$ cat src/rtl/gat_defines.svh
// GAT front end sizes
`ifndef GAT_DEFINES_SVH
`define GAT_DEFINES_SVH

// ============================================================
// Base sizes
// ============================================================
`define GAT_DATA_WIDTH          8
`define GAT_TOTAL_NODES         8
`define GAT_NUM_FEATURE_IN      16
`define GAT_NUM_FEATURE_OUT     4
`define GAT_H_NUM_SPARSE_DATA   64
`define GAT_NUM_WEIGHT_BANKS    2
`define GAT_FEAT_WIDTH          32

// ============================================================
// Derived depths and widths
// ============================================================
`define GAT_COL_IDX_W     ($clog2(`GAT_NUM_FEATURE_IN))
`define GAT_ROW_LEN_W     ($clog2(`GAT_NUM_FEATURE_IN + 1))
`define GAT_OUT_COL_W     ($clog2(`GAT_NUM_FEATURE_OUT))
`define GAT_H_ADDR_W      ($clog2(`GAT_H_NUM_SPARSE_DATA))
`define GAT_NODE_ADDR_W   ($clog2(`GAT_TOTAL_NODES))
`define GAT_WGT_DEPTH     (`GAT_NUM_WEIGHT_BANKS * `GAT_NUM_FEATURE_IN * `GAT_NUM_FEATURE_OUT)
`define GAT_WGT_ADDR_W    ($clog2(`GAT_WGT_DEPTH))
`define GAT_FEAT_DEPTH    (`GAT_TOTAL_NODES * `GAT_NUM_FEATURE_OUT)
`define GAT_FEAT_ADDR_W   ($clog2(`GAT_FEAT_DEPTH))

`endif

$ cat src/rtl/gat_mem_pkg.sv
// GAT memory formats
`default_nettype none

`include "gat_defines.svh"

package gat_mem_pkg;

  // ============================================================
  // Memory entries
  // ============================================================

  // One nonzero of H
  typedef struct packed {
    logic signed [`GAT_DATA_WIDTH-1:0] val;
    logic [`GAT_COL_IDX_W-1:0]         col;
  } h_entry_t;

  // Nonzero count of one row, 0 up to the full row
  typedef struct packed {
    logic [`GAT_ROW_LEN_W-1:0] row_len;
  } node_info_t;

  // ============================================================
  // Write ports
  // ============================================================

  typedef struct packed {
    logic                     ena;
    logic                     wea;
    logic [`GAT_H_ADDR_W-1:0] addr;
    h_entry_t                 din;
  } h_data_wr_t;

  typedef struct packed {
    logic                        ena;
    logic                        wea;
    logic [`GAT_NODE_ADDR_W-1:0] addr;
    node_info_t                  din;
  } node_info_wr_t;

  // Address is bank, row, column from msb to lsb
  typedef struct packed {
    logic                       ena;
    logic                       wea;
    logic [`GAT_WGT_ADDR_W-1:0] addr;
    logic [`GAT_DATA_WIDTH-1:0] din;
  } wgt_wr_t;

  // Engine side, always a write
  typedef struct packed {
    logic                        ena;
    logic [`GAT_FEAT_ADDR_W-1:0] addr;
    logic [`GAT_FEAT_WIDTH-1:0]  din;
  } feat_wr_t;

endpackage

`default_nettype wire

$ cat src/rtl/gat_core_pkg.sv
// GAT engine types
`default_nettype none

`include "gat_defines.svh"

package gat_core_pkg;

  // Sequencer states
  typedef enum logic [2:0] {
    idle,
    row_fetch,
    entry_fetch,
    mac,
    write_back,
    done
  } xform_state_t;

  // One output feature
  typedef logic [`GAT_FEAT_WIDTH-1:0] feat_t;

  // Running sums of one output row
  typedef feat_t [`GAT_NUM_FEATURE_OUT-1:0] acc_vec_t;

endpackage

`default_nettype wire

$ cat src/rtl/gat_bram.sv
// Simple dual-port memory
`timescale 1ns/1ps
`default_nettype none

module gat_bram #(
  parameter type data_t   = logic [7:0],
  parameter int  DEPTH    = 64,
  localparam int ADDR_W   = $clog2(DEPTH)
) (
  input  logic              clk,

  // Write side
  input  logic              wr_en,
  input  logic [ADDR_W-1:0] wr_addr,
  input  data_t             wr_data,

  // Read side, data one cycle after address
  input  logic [ADDR_W-1:0] rd_addr,
  output data_t             rd_data
);

  data_t mem [DEPTH];

  always_ff @(posedge clk) begin
    if (wr_en) begin
      mem[wr_addr] <= wr_data;
    end
  end

  always_ff @(posedge clk) begin
    rd_data <= mem[rd_addr];
  end

  // ============================================================
  // Checks
  // ============================================================

  a_wr_addr_range : assert property (
    @(posedge clk) wr_en |-> (int'(wr_addr) < DEPTH)
  ) else $error("gat_bram write address %0d beyond depth %0d", wr_addr, DEPTH);

endmodule

`default_nettype wire

$ cat src/rtl/gat_memory_controller.sv
// GAT memory controller
`timescale 1ns/1ps
`default_nettype none

`include "gat_defines.svh"

module gat_memory_controller
  import gat_mem_pkg::*;
(
  input  logic                         clk,

  // Host loading
  input  h_data_wr_t                   h_data_wr,
  input  node_info_wr_t                node_info_wr,
  input  wgt_wr_t                      wgt_wr,

  // Engine reads
  input  logic [`GAT_H_ADDR_W-1:0]     h_addrb,
  output h_entry_t                     h_dout,
  input  logic [`GAT_NODE_ADDR_W-1:0]  node_info_addrb,
  output node_info_t                   node_info_dout,
  input  logic [`GAT_WGT_ADDR_W-1:0]   wgt_addrb,
  output logic [`GAT_DATA_WIDTH-1:0]   wgt_dout,

  // Feature memory
  input  feat_wr_t                     feat_wr,
  input  logic [`GAT_FEAT_ADDR_W-1:0]  feat_addrb,
  output logic [`GAT_FEAT_WIDTH-1:0]   feat_dout
);

  logic h_we;
  logic node_info_we;
  logic wgt_we;

  assign h_we         = h_data_wr.ena & h_data_wr.wea;
  assign node_info_we = node_info_wr.ena & node_info_wr.wea;
  assign wgt_we       = wgt_wr.ena & wgt_wr.wea;

  // ============================================================
  // Memories
  // ============================================================

  gat_bram #(
    .data_t (h_entry_t),
    .DEPTH  (`GAT_H_NUM_SPARSE_DATA)
  ) u_h_data_bram (
    .clk     (clk),
    .wr_en   (h_we),
    .wr_addr (h_data_wr.addr),
    .wr_data (h_data_wr.din),
    .rd_addr (h_addrb),
    .rd_data (h_dout)
  );

  gat_bram #(
    .data_t (node_info_t),
    .DEPTH  (`GAT_TOTAL_NODES)
  ) u_node_info_bram (
    .clk     (clk),
    .wr_en   (node_info_we),
    .wr_addr (node_info_wr.addr),
    .wr_data (node_info_wr.din),
    .rd_addr (node_info_addrb),
    .rd_data (node_info_dout)
  );

  // Both layer banks share one array
  gat_bram #(
    .data_t (logic [`GAT_DATA_WIDTH-1:0]),
    .DEPTH  (`GAT_WGT_DEPTH)
  ) u_wgt_bram (
    .clk     (clk),
    .wr_en   (wgt_we),
    .wr_addr (wgt_wr.addr),
    .wr_data (wgt_wr.din),
    .rd_addr (wgt_addrb),
    .rd_data (wgt_dout)
  );

  gat_bram #(
    .data_t (logic [`GAT_FEAT_WIDTH-1:0]),
    .DEPTH  (`GAT_FEAT_DEPTH)
  ) u_feat_bram (
    .clk     (clk),
    .wr_en   (feat_wr.ena),
    .wr_addr (feat_wr.addr),
    .wr_data (feat_wr.din),
    .rd_addr (feat_addrb),
    .rd_data (feat_dout)
  );

  // Node pointer only moves while the engine walks a run
  a_no_load_in_run : assert property (
    @(posedge clk) (h_we || wgt_we) |-> $stable(node_info_addrb)
  ) else $error("host write to H or W memory during an engine run");

endmodule

`default_nettype wire

$ cat src/rtl/gat_transform.sv
// Sparse feature transform engine
`timescale 1ns/1ps
`default_nettype none

`include "gat_defines.svh"

module gat_transform
  import gat_mem_pkg::*, gat_core_pkg::*;
(
  input  logic                         clk,
  input  logic                         rst_n,

  // Host levels
  input  logic                         h_data_load_done,
  input  logic                         node_info_load_done,
  input  logic                         wgt_load_done,
  input  logic                         gat_layer,

  // Memory reads
  output logic [`GAT_NODE_ADDR_W-1:0]  node_info_addrb,
  output logic [`GAT_H_ADDR_W-1:0]     h_addrb,
  output logic [`GAT_WGT_ADDR_W-1:0]   wgt_addrb,
  input  node_info_t                   node_info_dout,
  input  h_entry_t                     h_dout,
  input  logic [`GAT_DATA_WIDTH-1:0]   wgt_dout,

  // Results
  output feat_wr_t                     feat_wr,
  output logic                         gat_ready
);

  localparam int FW        = `GAT_FEAT_WIDTH;
  localparam int DW        = `GAT_DATA_WIDTH;
  localparam int OCW       = `GAT_OUT_COL_W;
  localparam int NAW       = `GAT_NODE_ADDR_W;
  localparam int LAST_NODE = `GAT_TOTAL_NODES - 1;
  localparam int NUM_OUT   = `GAT_NUM_FEATURE_OUT;

  xform_state_t                 state;
  logic                         fetch_wait;
  logic [NAW-1:0]               node_idx;
  logic [`GAT_H_ADDR_W:0]       h_ptr;      // one extra bit to catch overrun
  logic [`GAT_ROW_LEN_W-1:0]    row_left;
  logic [OCW:0]                 col_cnt;
  logic                         bank_sel;

  logic signed [DW-1:0]         ent_val;
  logic [`GAT_COL_IDX_W-1:0]    ent_col;
  acc_vec_t                     acc;

  logic                         all_loaded;
  logic [OCW-1:0]               mac_col;
  logic signed [2*DW-1:0]       prod;

  assign all_loaded = h_data_load_done & node_info_load_done & wgt_load_done;

  // ============================================================
  // Read addresses
  // ============================================================
  assign node_info_addrb = node_idx;
  assign h_addrb         = h_ptr[`GAT_H_ADDR_W-1:0];
  // Bank, row from the entry's column, output column
  assign wgt_addrb       = {bank_sel, ent_col, col_cnt[OCW-1:0]};

  // Weight data lags its address by one, so it belongs to the previous column
  assign mac_col = col_cnt[OCW-1:0] - OCW'(1);
  assign prod    = ent_val * $signed(wgt_dout);

  always_comb begin
    feat_wr.ena  = (state == write_back);
    feat_wr.addr = {node_idx, col_cnt[OCW-1:0]};
    feat_wr.din  = acc[col_cnt[OCW-1:0]];
  end

  // ============================================================
  // Sequencer
  // ============================================================
  always_ff @(posedge clk) begin
    if (!rst_n) begin
      state      <= idle;
      fetch_wait <= 1'b0;
      node_idx   <= '0;
      h_ptr      <= '0;
      row_left   <= '0;
      col_cnt    <= '0;
      bank_sel   <= 1'b0;
      gat_ready  <= 1'b0;
    end else begin
      case (state)
        idle: begin
          if (all_loaded && !gat_ready) begin
            node_idx <= '0;
            h_ptr    <= '0;
            bank_sel <= gat_layer;
            state    <= row_fetch;
          end
        end

        // Wait one cycle for the row length
        row_fetch: begin
          fetch_wait <= ~fetch_wait;
          if (fetch_wait) begin
            row_left <= node_info_dout.row_len;
            col_cnt  <= '0;
            state    <= (node_info_dout.row_len == '0) ? write_back : entry_fetch;
          end
        end

        entry_fetch: begin
          fetch_wait <= ~fetch_wait;
          if (fetch_wait) begin
            h_ptr    <= h_ptr + 1'b1;
            row_left <= row_left - 1'b1;
            col_cnt  <= '0;
            state    <= mac;
          end
        end

        // Issue four weight reads, accumulate one cycle behind
        mac: begin
          if (col_cnt == (OCW + 1)'(NUM_OUT)) begin
            col_cnt <= '0;
            state   <= (row_left == '0) ? write_back : entry_fetch;
          end else begin
            col_cnt <= col_cnt + 1'b1;
          end
        end

        write_back: begin
          if (col_cnt == (OCW + 1)'(NUM_OUT - 1)) begin
            col_cnt <= '0;
            if (node_idx == NAW'(LAST_NODE)) begin
              gat_ready <= 1'b1;
              state     <= done;
            end else begin
              node_idx <= node_idx + 1'b1;
              state    <= row_fetch;
            end
          end else begin
            col_cnt <= col_cnt + 1'b1;
          end
        end

        done: begin
          if (!all_loaded) begin
            gat_ready <= 1'b0;
            state     <= idle;
          end
        end

        default: state <= idle;
      endcase
    end
  end

  // ============================================================
  // Datapath
  // ============================================================
  always_ff @(posedge clk) begin
    if (state == row_fetch && fetch_wait) begin
      acc <= '0;
    end
    if (state == entry_fetch && fetch_wait) begin
      ent_val <= h_dout.val;
      ent_col <= h_dout.col;
    end
    if (state == mac && col_cnt != '0) begin
      acc[mac_col] <= acc[mac_col] + FW'(prod);
    end
  end

  // Ready only between the last write and the next load
  a_ready_out_of_run : assert property (
    @(posedge clk) disable iff (!rst_n)
    (state inside {row_fetch, entry_fetch, mac, write_back}) |-> !gat_ready
  ) else $error("gat_ready high during a run");

  a_h_ptr_range : assert property (
    @(posedge clk) disable iff (!rst_n)
    (state == entry_fetch) |-> (h_ptr < (`GAT_H_ADDR_W + 1)'(`GAT_H_NUM_SPARSE_DATA))
  ) else $error("h_data pointer %0d past memory depth", h_ptr);

endmodule

`default_nettype wire

$ cat src/rtl/gat_top.sv
// GAT feature transform top
`timescale 1ns/1ps
`default_nettype none

`include "gat_defines.svh"

module gat_top
  import gat_mem_pkg::*;
(
  input  logic                         clk,
  input  logic                         rst_n,

  // Register bank
  input  logic                         gat_layer,
  input  logic                         h_data_load_done,
  input  logic                         node_info_load_done,
  input  logic                         wgt_load_done,
  output logic                         gat_ready,

  // Host memory ports
  input  h_data_wr_t                   h_data_wr,
  input  node_info_wr_t                node_info_wr,
  input  wgt_wr_t                      wgt_wr,
  input  logic [`GAT_FEAT_ADDR_W-1:0]  feat_addrb,
  output logic [`GAT_FEAT_WIDTH-1:0]   feat_dout
);

  logic [`GAT_H_ADDR_W-1:0]    h_addrb;
  logic [`GAT_NODE_ADDR_W-1:0] node_info_addrb;
  logic [`GAT_WGT_ADDR_W-1:0]  wgt_addrb;
  h_entry_t                    h_dout;
  node_info_t                  node_info_dout;
  logic [`GAT_DATA_WIDTH-1:0]  wgt_dout;
  feat_wr_t                    feat_wr;

  gat_memory_controller u_memory_controller (
    .clk             (clk),
    .h_data_wr       (h_data_wr),
    .node_info_wr    (node_info_wr),
    .wgt_wr          (wgt_wr),
    .h_addrb         (h_addrb),
    .h_dout          (h_dout),
    .node_info_addrb (node_info_addrb),
    .node_info_dout  (node_info_dout),
    .wgt_addrb       (wgt_addrb),
    .wgt_dout        (wgt_dout),
    .feat_wr         (feat_wr),
    .feat_addrb      (feat_addrb),
    .feat_dout       (feat_dout)
  );

  gat_transform u_transform (
    .clk                 (clk),
    .rst_n               (rst_n),
    .h_data_load_done    (h_data_load_done),
    .node_info_load_done (node_info_load_done),
    .wgt_load_done       (wgt_load_done),
    .gat_layer           (gat_layer),
    .node_info_addrb     (node_info_addrb),
    .h_addrb             (h_addrb),
    .wgt_addrb           (wgt_addrb),
    .node_info_dout      (node_info_dout),
    .h_dout              (h_dout),
    .wgt_dout            (wgt_dout),
    .feat_wr             (feat_wr),
    .gat_ready           (gat_ready)
  );

endmodule

`default_nettype wire

$ cat config.mk
export PLATFORM = sky130hd
export DESIGN_NAME = gat_top
export DESIGN_NICKNAME = d
export VERILOG_FILES = /design/src/rtl/gat_mem_pkg.sv /design/src/rtl/gat_core_pkg.sv /design/src/rtl/gat_bram.sv /design/src/rtl/gat_memory_controller.sv /design/src/rtl/gat_transform.sv /design/src/rtl/gat_top.sv
export VERILOG_INCLUDE_DIRS = /design/src /design/src/rtl
export SDC_FILE = /design/constraint.sdc
export NUM_CORES = 2
export LEC_CHECK = 0
export BUFFER_PORTS_ARGS = -buffer_cell sky130_fd_sc_hd__buf_2
export CAP_MARGIN = 40
export CORE_MARGIN = 8
export CORE_UTILIZATION = 65
export DETAILED_ROUTE_END_ITERATION = 8
export GPL_TIMING_DRIVEN = 1
export PLACE_DENSITY = 0.78
export SLEW_MARGIN = 20
export SYNTH_ARGS = -nofsm -noshare
export SYNTH_HDL_FRONTEND = slang
export SYNTH_SLANG_ARGS = --single-unit
$ cat constraint.sdc
create_clock -name clk -period 13.2 [get_ports clk]
set_clock_uncertainty 0.05 [all_clocks]
set_input_delay 2.64 -clock clk [delete_from_list [all_inputs] [get_ports clk]]
set_output_delay 2.64 -clock clk [all_outputs]
set_load 0.005 [all_outputs]
==> key figures <==
Power and ir drop
  • Pwr/cell area: 160 mW/mm²
  • Static leakage power: 43.8 nW
  • Peak supply drop: ~150 µV
  • Pwr Total: around 22 mW

Global route
  • Initial antenna violation count: 16
  • GR Overflow Total: 0
  • Vias in the first global route: between 60,000 and 70,000
  • Largest net degree at the start of global routing: 151
  • First-pass GRT wire length: ~430 mm
  • Total GRT Usage: 28.7%

Timing
  • RSZ-0062 raised after global routing: false
  • Final Setup Violations: 0
  • Worst slew margin: around 29%
  • Worst setup margin: 5810 ps
  • Max-slew violation count: 0
  • Final Hold Fails: 0
  • Final worst-path cycle share: a little under three fifths
  • Setup TNS: 0 ps
  • WHS: roughly 360 ps
  • Worst-margin pin slew: 1070 ps
  • Fmax achieved: around 0.14 GHz
  • Fin crit period: around 7400 ps

Setup path
  • Crit path required time: between 10,000 and 15,000 ps
  • Critical Path Source Type: flop
  • Worst r2r path cells: 25
  • Crit path buffers/inverters: 5
  • Crit Reg-Reg Endpoint: u_transform.acc[60]
  • Slowest cell on the critical path: fa_1
  • Largest delay share family, worst path: adder cells
  • Crit path DAT: just over 8000 ps
  • Reg2Reg Setup Slack: between 5000 and 6000 ps
  • Crit-path max cell delay: roughly 520 ps
  • Critical path class: flop to flop
  • Crit-path max FO: 29
  • Worst Setup End Kind: flop
  • FF-to-FF Start: u_transform.ent_val[6]

Floorplan
  • # IOs: 91
  • Initial Util: 65.1%
  • Die area: 0.201 mm²
  • Row count: roughly 160
  • Die H: roughly 450 µm
  • Die width: between 400 and 500 µm
  • Core Footprint: 0.187 mm²

Synth
  • Number of synthesized register bits: between 3,000 and 4,000
  • Yosys top cell area share: between 70% and 80%
  • Cell Area, Synth: roughly 0.12 mm²
  • Syn. warnings: 0
  • Asr flop ratio synth: 0%
  • Post-synth EDFFs: 2,868
  • Register area share after synthesis: about three quarters
  • Avg Inst Size Synth: between 20 and 25 µm²
  • Post-synth cell types: 72
  • Area leader, netlist: edfxtp_1
  • Post-Syn Instances: 5,688
  • Syn Nets: about 5,900
  • Top FF cell, synth: edfxtp_1
  • Area contributors post-synth: edfxtp_1 71%, mux4_2 18%, dfxtp_1 3.4%

Clock tree
  • Cts repair resizes: 0
  • Clock Pin Slew Worst Setup and Hold Paths: 60 ps
  • Post-CTS Setup Bufs: 0
  • CTS Sinks: just over 3,000
  • Bufs on Longest Clock Path: 4
  • Htree depth: 5
  • Num CTS Buffers: about 310
  • CTS tree: yes
  • Post-CTS Hold Fix Bufs: 0
  • CTS root buf: clkbuf_16
  • Clk Latency, worst-skew pair: around 970 ps

Placed design
  • Gpl congestion: between 0.7 and 0.8
  • Detailed Place HPWL: 156 mm
  • IO buf count: 90
  • Post-place setup slack: 5890 ps

Route
  • Drt first pass iters: 6
  • Drc violations: 0
  • Routed WL: between 200 and 300 mm
  • WL per Instance: 33.7 µm
  • Drt first-iter violations: between 8,000 and 9,000
  • Post-route ant nets: 0
  • Post-DR vias/cell: around 7
  • Via Count: just over 60,000

Run
  • Max-cap violation count: 0

Final layout
  • NumNets Final: slightly above 6,000
  • Most frequent cells in the layout: 2,868 x edfxtp_1, 972 x mux4_2, 320 x clkbuf_16, 241 x nor2_1, 202 x dfxtp_1
  • Share of cells above drive strength 1: 29.1%
  • Most common cell after layout, fill and taps aside: edfxtp_1
  • Area grow syn2layout: 11.8%

Status
  • Status: finished clean

Min path
  • Hold Path Stages: 0
  • Endpoint, Worst Hold: u_transform.ent_val[6]
  • Worst hold start: u_memory_controller.u_h_data_bram.rd_data[10]
  • Hold Path Class: flop to flop
-- layout make-up --
type                       count  area (µm²)
multi-input combinational   2211       30200
antenna                        5        12.5
clock buffer                 405        8400
tap                         2495        3120
timing repair buffer         299        2580
sequential                  3076       90300
inverter                     103         387
fill                       10100       50900
clock inverter               139        1110
-- how the worst max path moves through the flow --
stage                                 startpoint              endpoint  slack (ps)  depth (start not counted)
after floorplan           u_transform.ent_val[5]   u_transform.acc[28]        6340                         29
after global placement    u_transform.ent_val[5]   u_transform.acc[28]        5980                         25
after detailed placement  u_transform.ent_val[6]   u_transform.acc[28]        5890                         25
after CTS                 u_transform.ent_val[6]   u_transform.acc[28]        5870                         25
after global routing      u_transform.ent_val[5]  u_transform.acc[125]        5420                         27
final                     u_transform.ent_val[6]   u_transform.acc[60]        5810                         25
-- logic make-up after synthesis --
family          count (synthesis)  synth area share [%]
simple gates                  768                  2.90
flops                        3076                  74.2
mux                          1017                  18.4
buf+inv                       401                  1.25
xor+xnor                       50                 0.366
compound gates                250                  1.30
fa+ha+maj                     126                  1.64
-- through the flow --
stage	utilization, %	std cells	cell area (µm²)
global placement	67.0	8073	125000
detailed placement	67.5	8140	126000
finish	72.8	8733	136000
CTS	72.6	8684	136000
floorplan	-	5688	122000
global route	72.8	8729	136000
-- metal layers --
layer	track usage, %	vias to the layer above	wire length [µm]
met5	0	-	114
met4	9.79	16	11400
met3	5.03	704	27000
met2	48.8	4080	151000
met1	38.4	32000	105000
li1	-	24200	-
-- synth_stat cells, drive strengths merged, types with 4 or more instances --
cell type	number
nand4	7
o31ai	6
nand2b	9
ha	67
a221oi	7
nor2	288
nand4b	4
mux4	972
or3b	5
inv	103
a211oi	8
mux2	42
xnor2	35
a21o	17
nor2b	15
a22oi	16
nand3	160
o21a	4
buf	88
and3	6
xor2	15
dfxtp	208
and2	58
nor3	16
a21oi	41
o21bai	12
clkbuf	210
or2	10
nand3b	12
edfxtp	2868
or3	7
nand2	159
fa	56
o21ai	110
-- state kept, by name, summed over array words and instances, names as in the netlist, 4 cells and up --
name                                          flops
u_memory_controller.u_node_info_bram.rd_data      5
u_memory_controller.u_feat_bram.mem            1024
u_transform.ent_val                               8
u_memory_controller.u_feat_bram.rd_data          32
u_transform.h_ptr                                 6
u_transform.ent_col                               4
u_memory_controller.u_node_info_bram.mem         40
u_transform.acc                                 128
u_memory_controller.u_h_data_bram.mem           768
u_memory_controller.u_h_data_bram.rd_data        12
u_memory_controller.u_wgt_bram.mem             1024
u_memory_controller.u_wgt_bram.rd_data            8
u_transform.row_left                              5
-- worst reg2reg max path: stages (launching register included) --
cell and delay, ps:
edfxtp_1 500, and2_1 200, fa_1 520, inv_1 60, fa_1 510, inv_1 60
fa_1 520, inv_1 40, fa_1 470, inv_1 40, ha_1 320, a21o_1 200
a221oi_2 400, and3_1 290, nor4_2 80, or2_1 350, inv_2 440, ha_1 430
a21o_1 220, a21oi_1 180, a21boi_0 340, nor2b_1 170, o22ai_1 100, a221oi_2 280
xor2_1 340, o21ai_1 120
-- report_power, final --
part / switching [mW] / leakage, nW / internal, mW
Sequential: 0.0420 / 28.5 / 10.6
Clock: 3.58 / 4.66 / 4.81
Combinational: 1.72 / 10.6 / 1.04
Note: power is estimated with default switching activity, not from simulation.
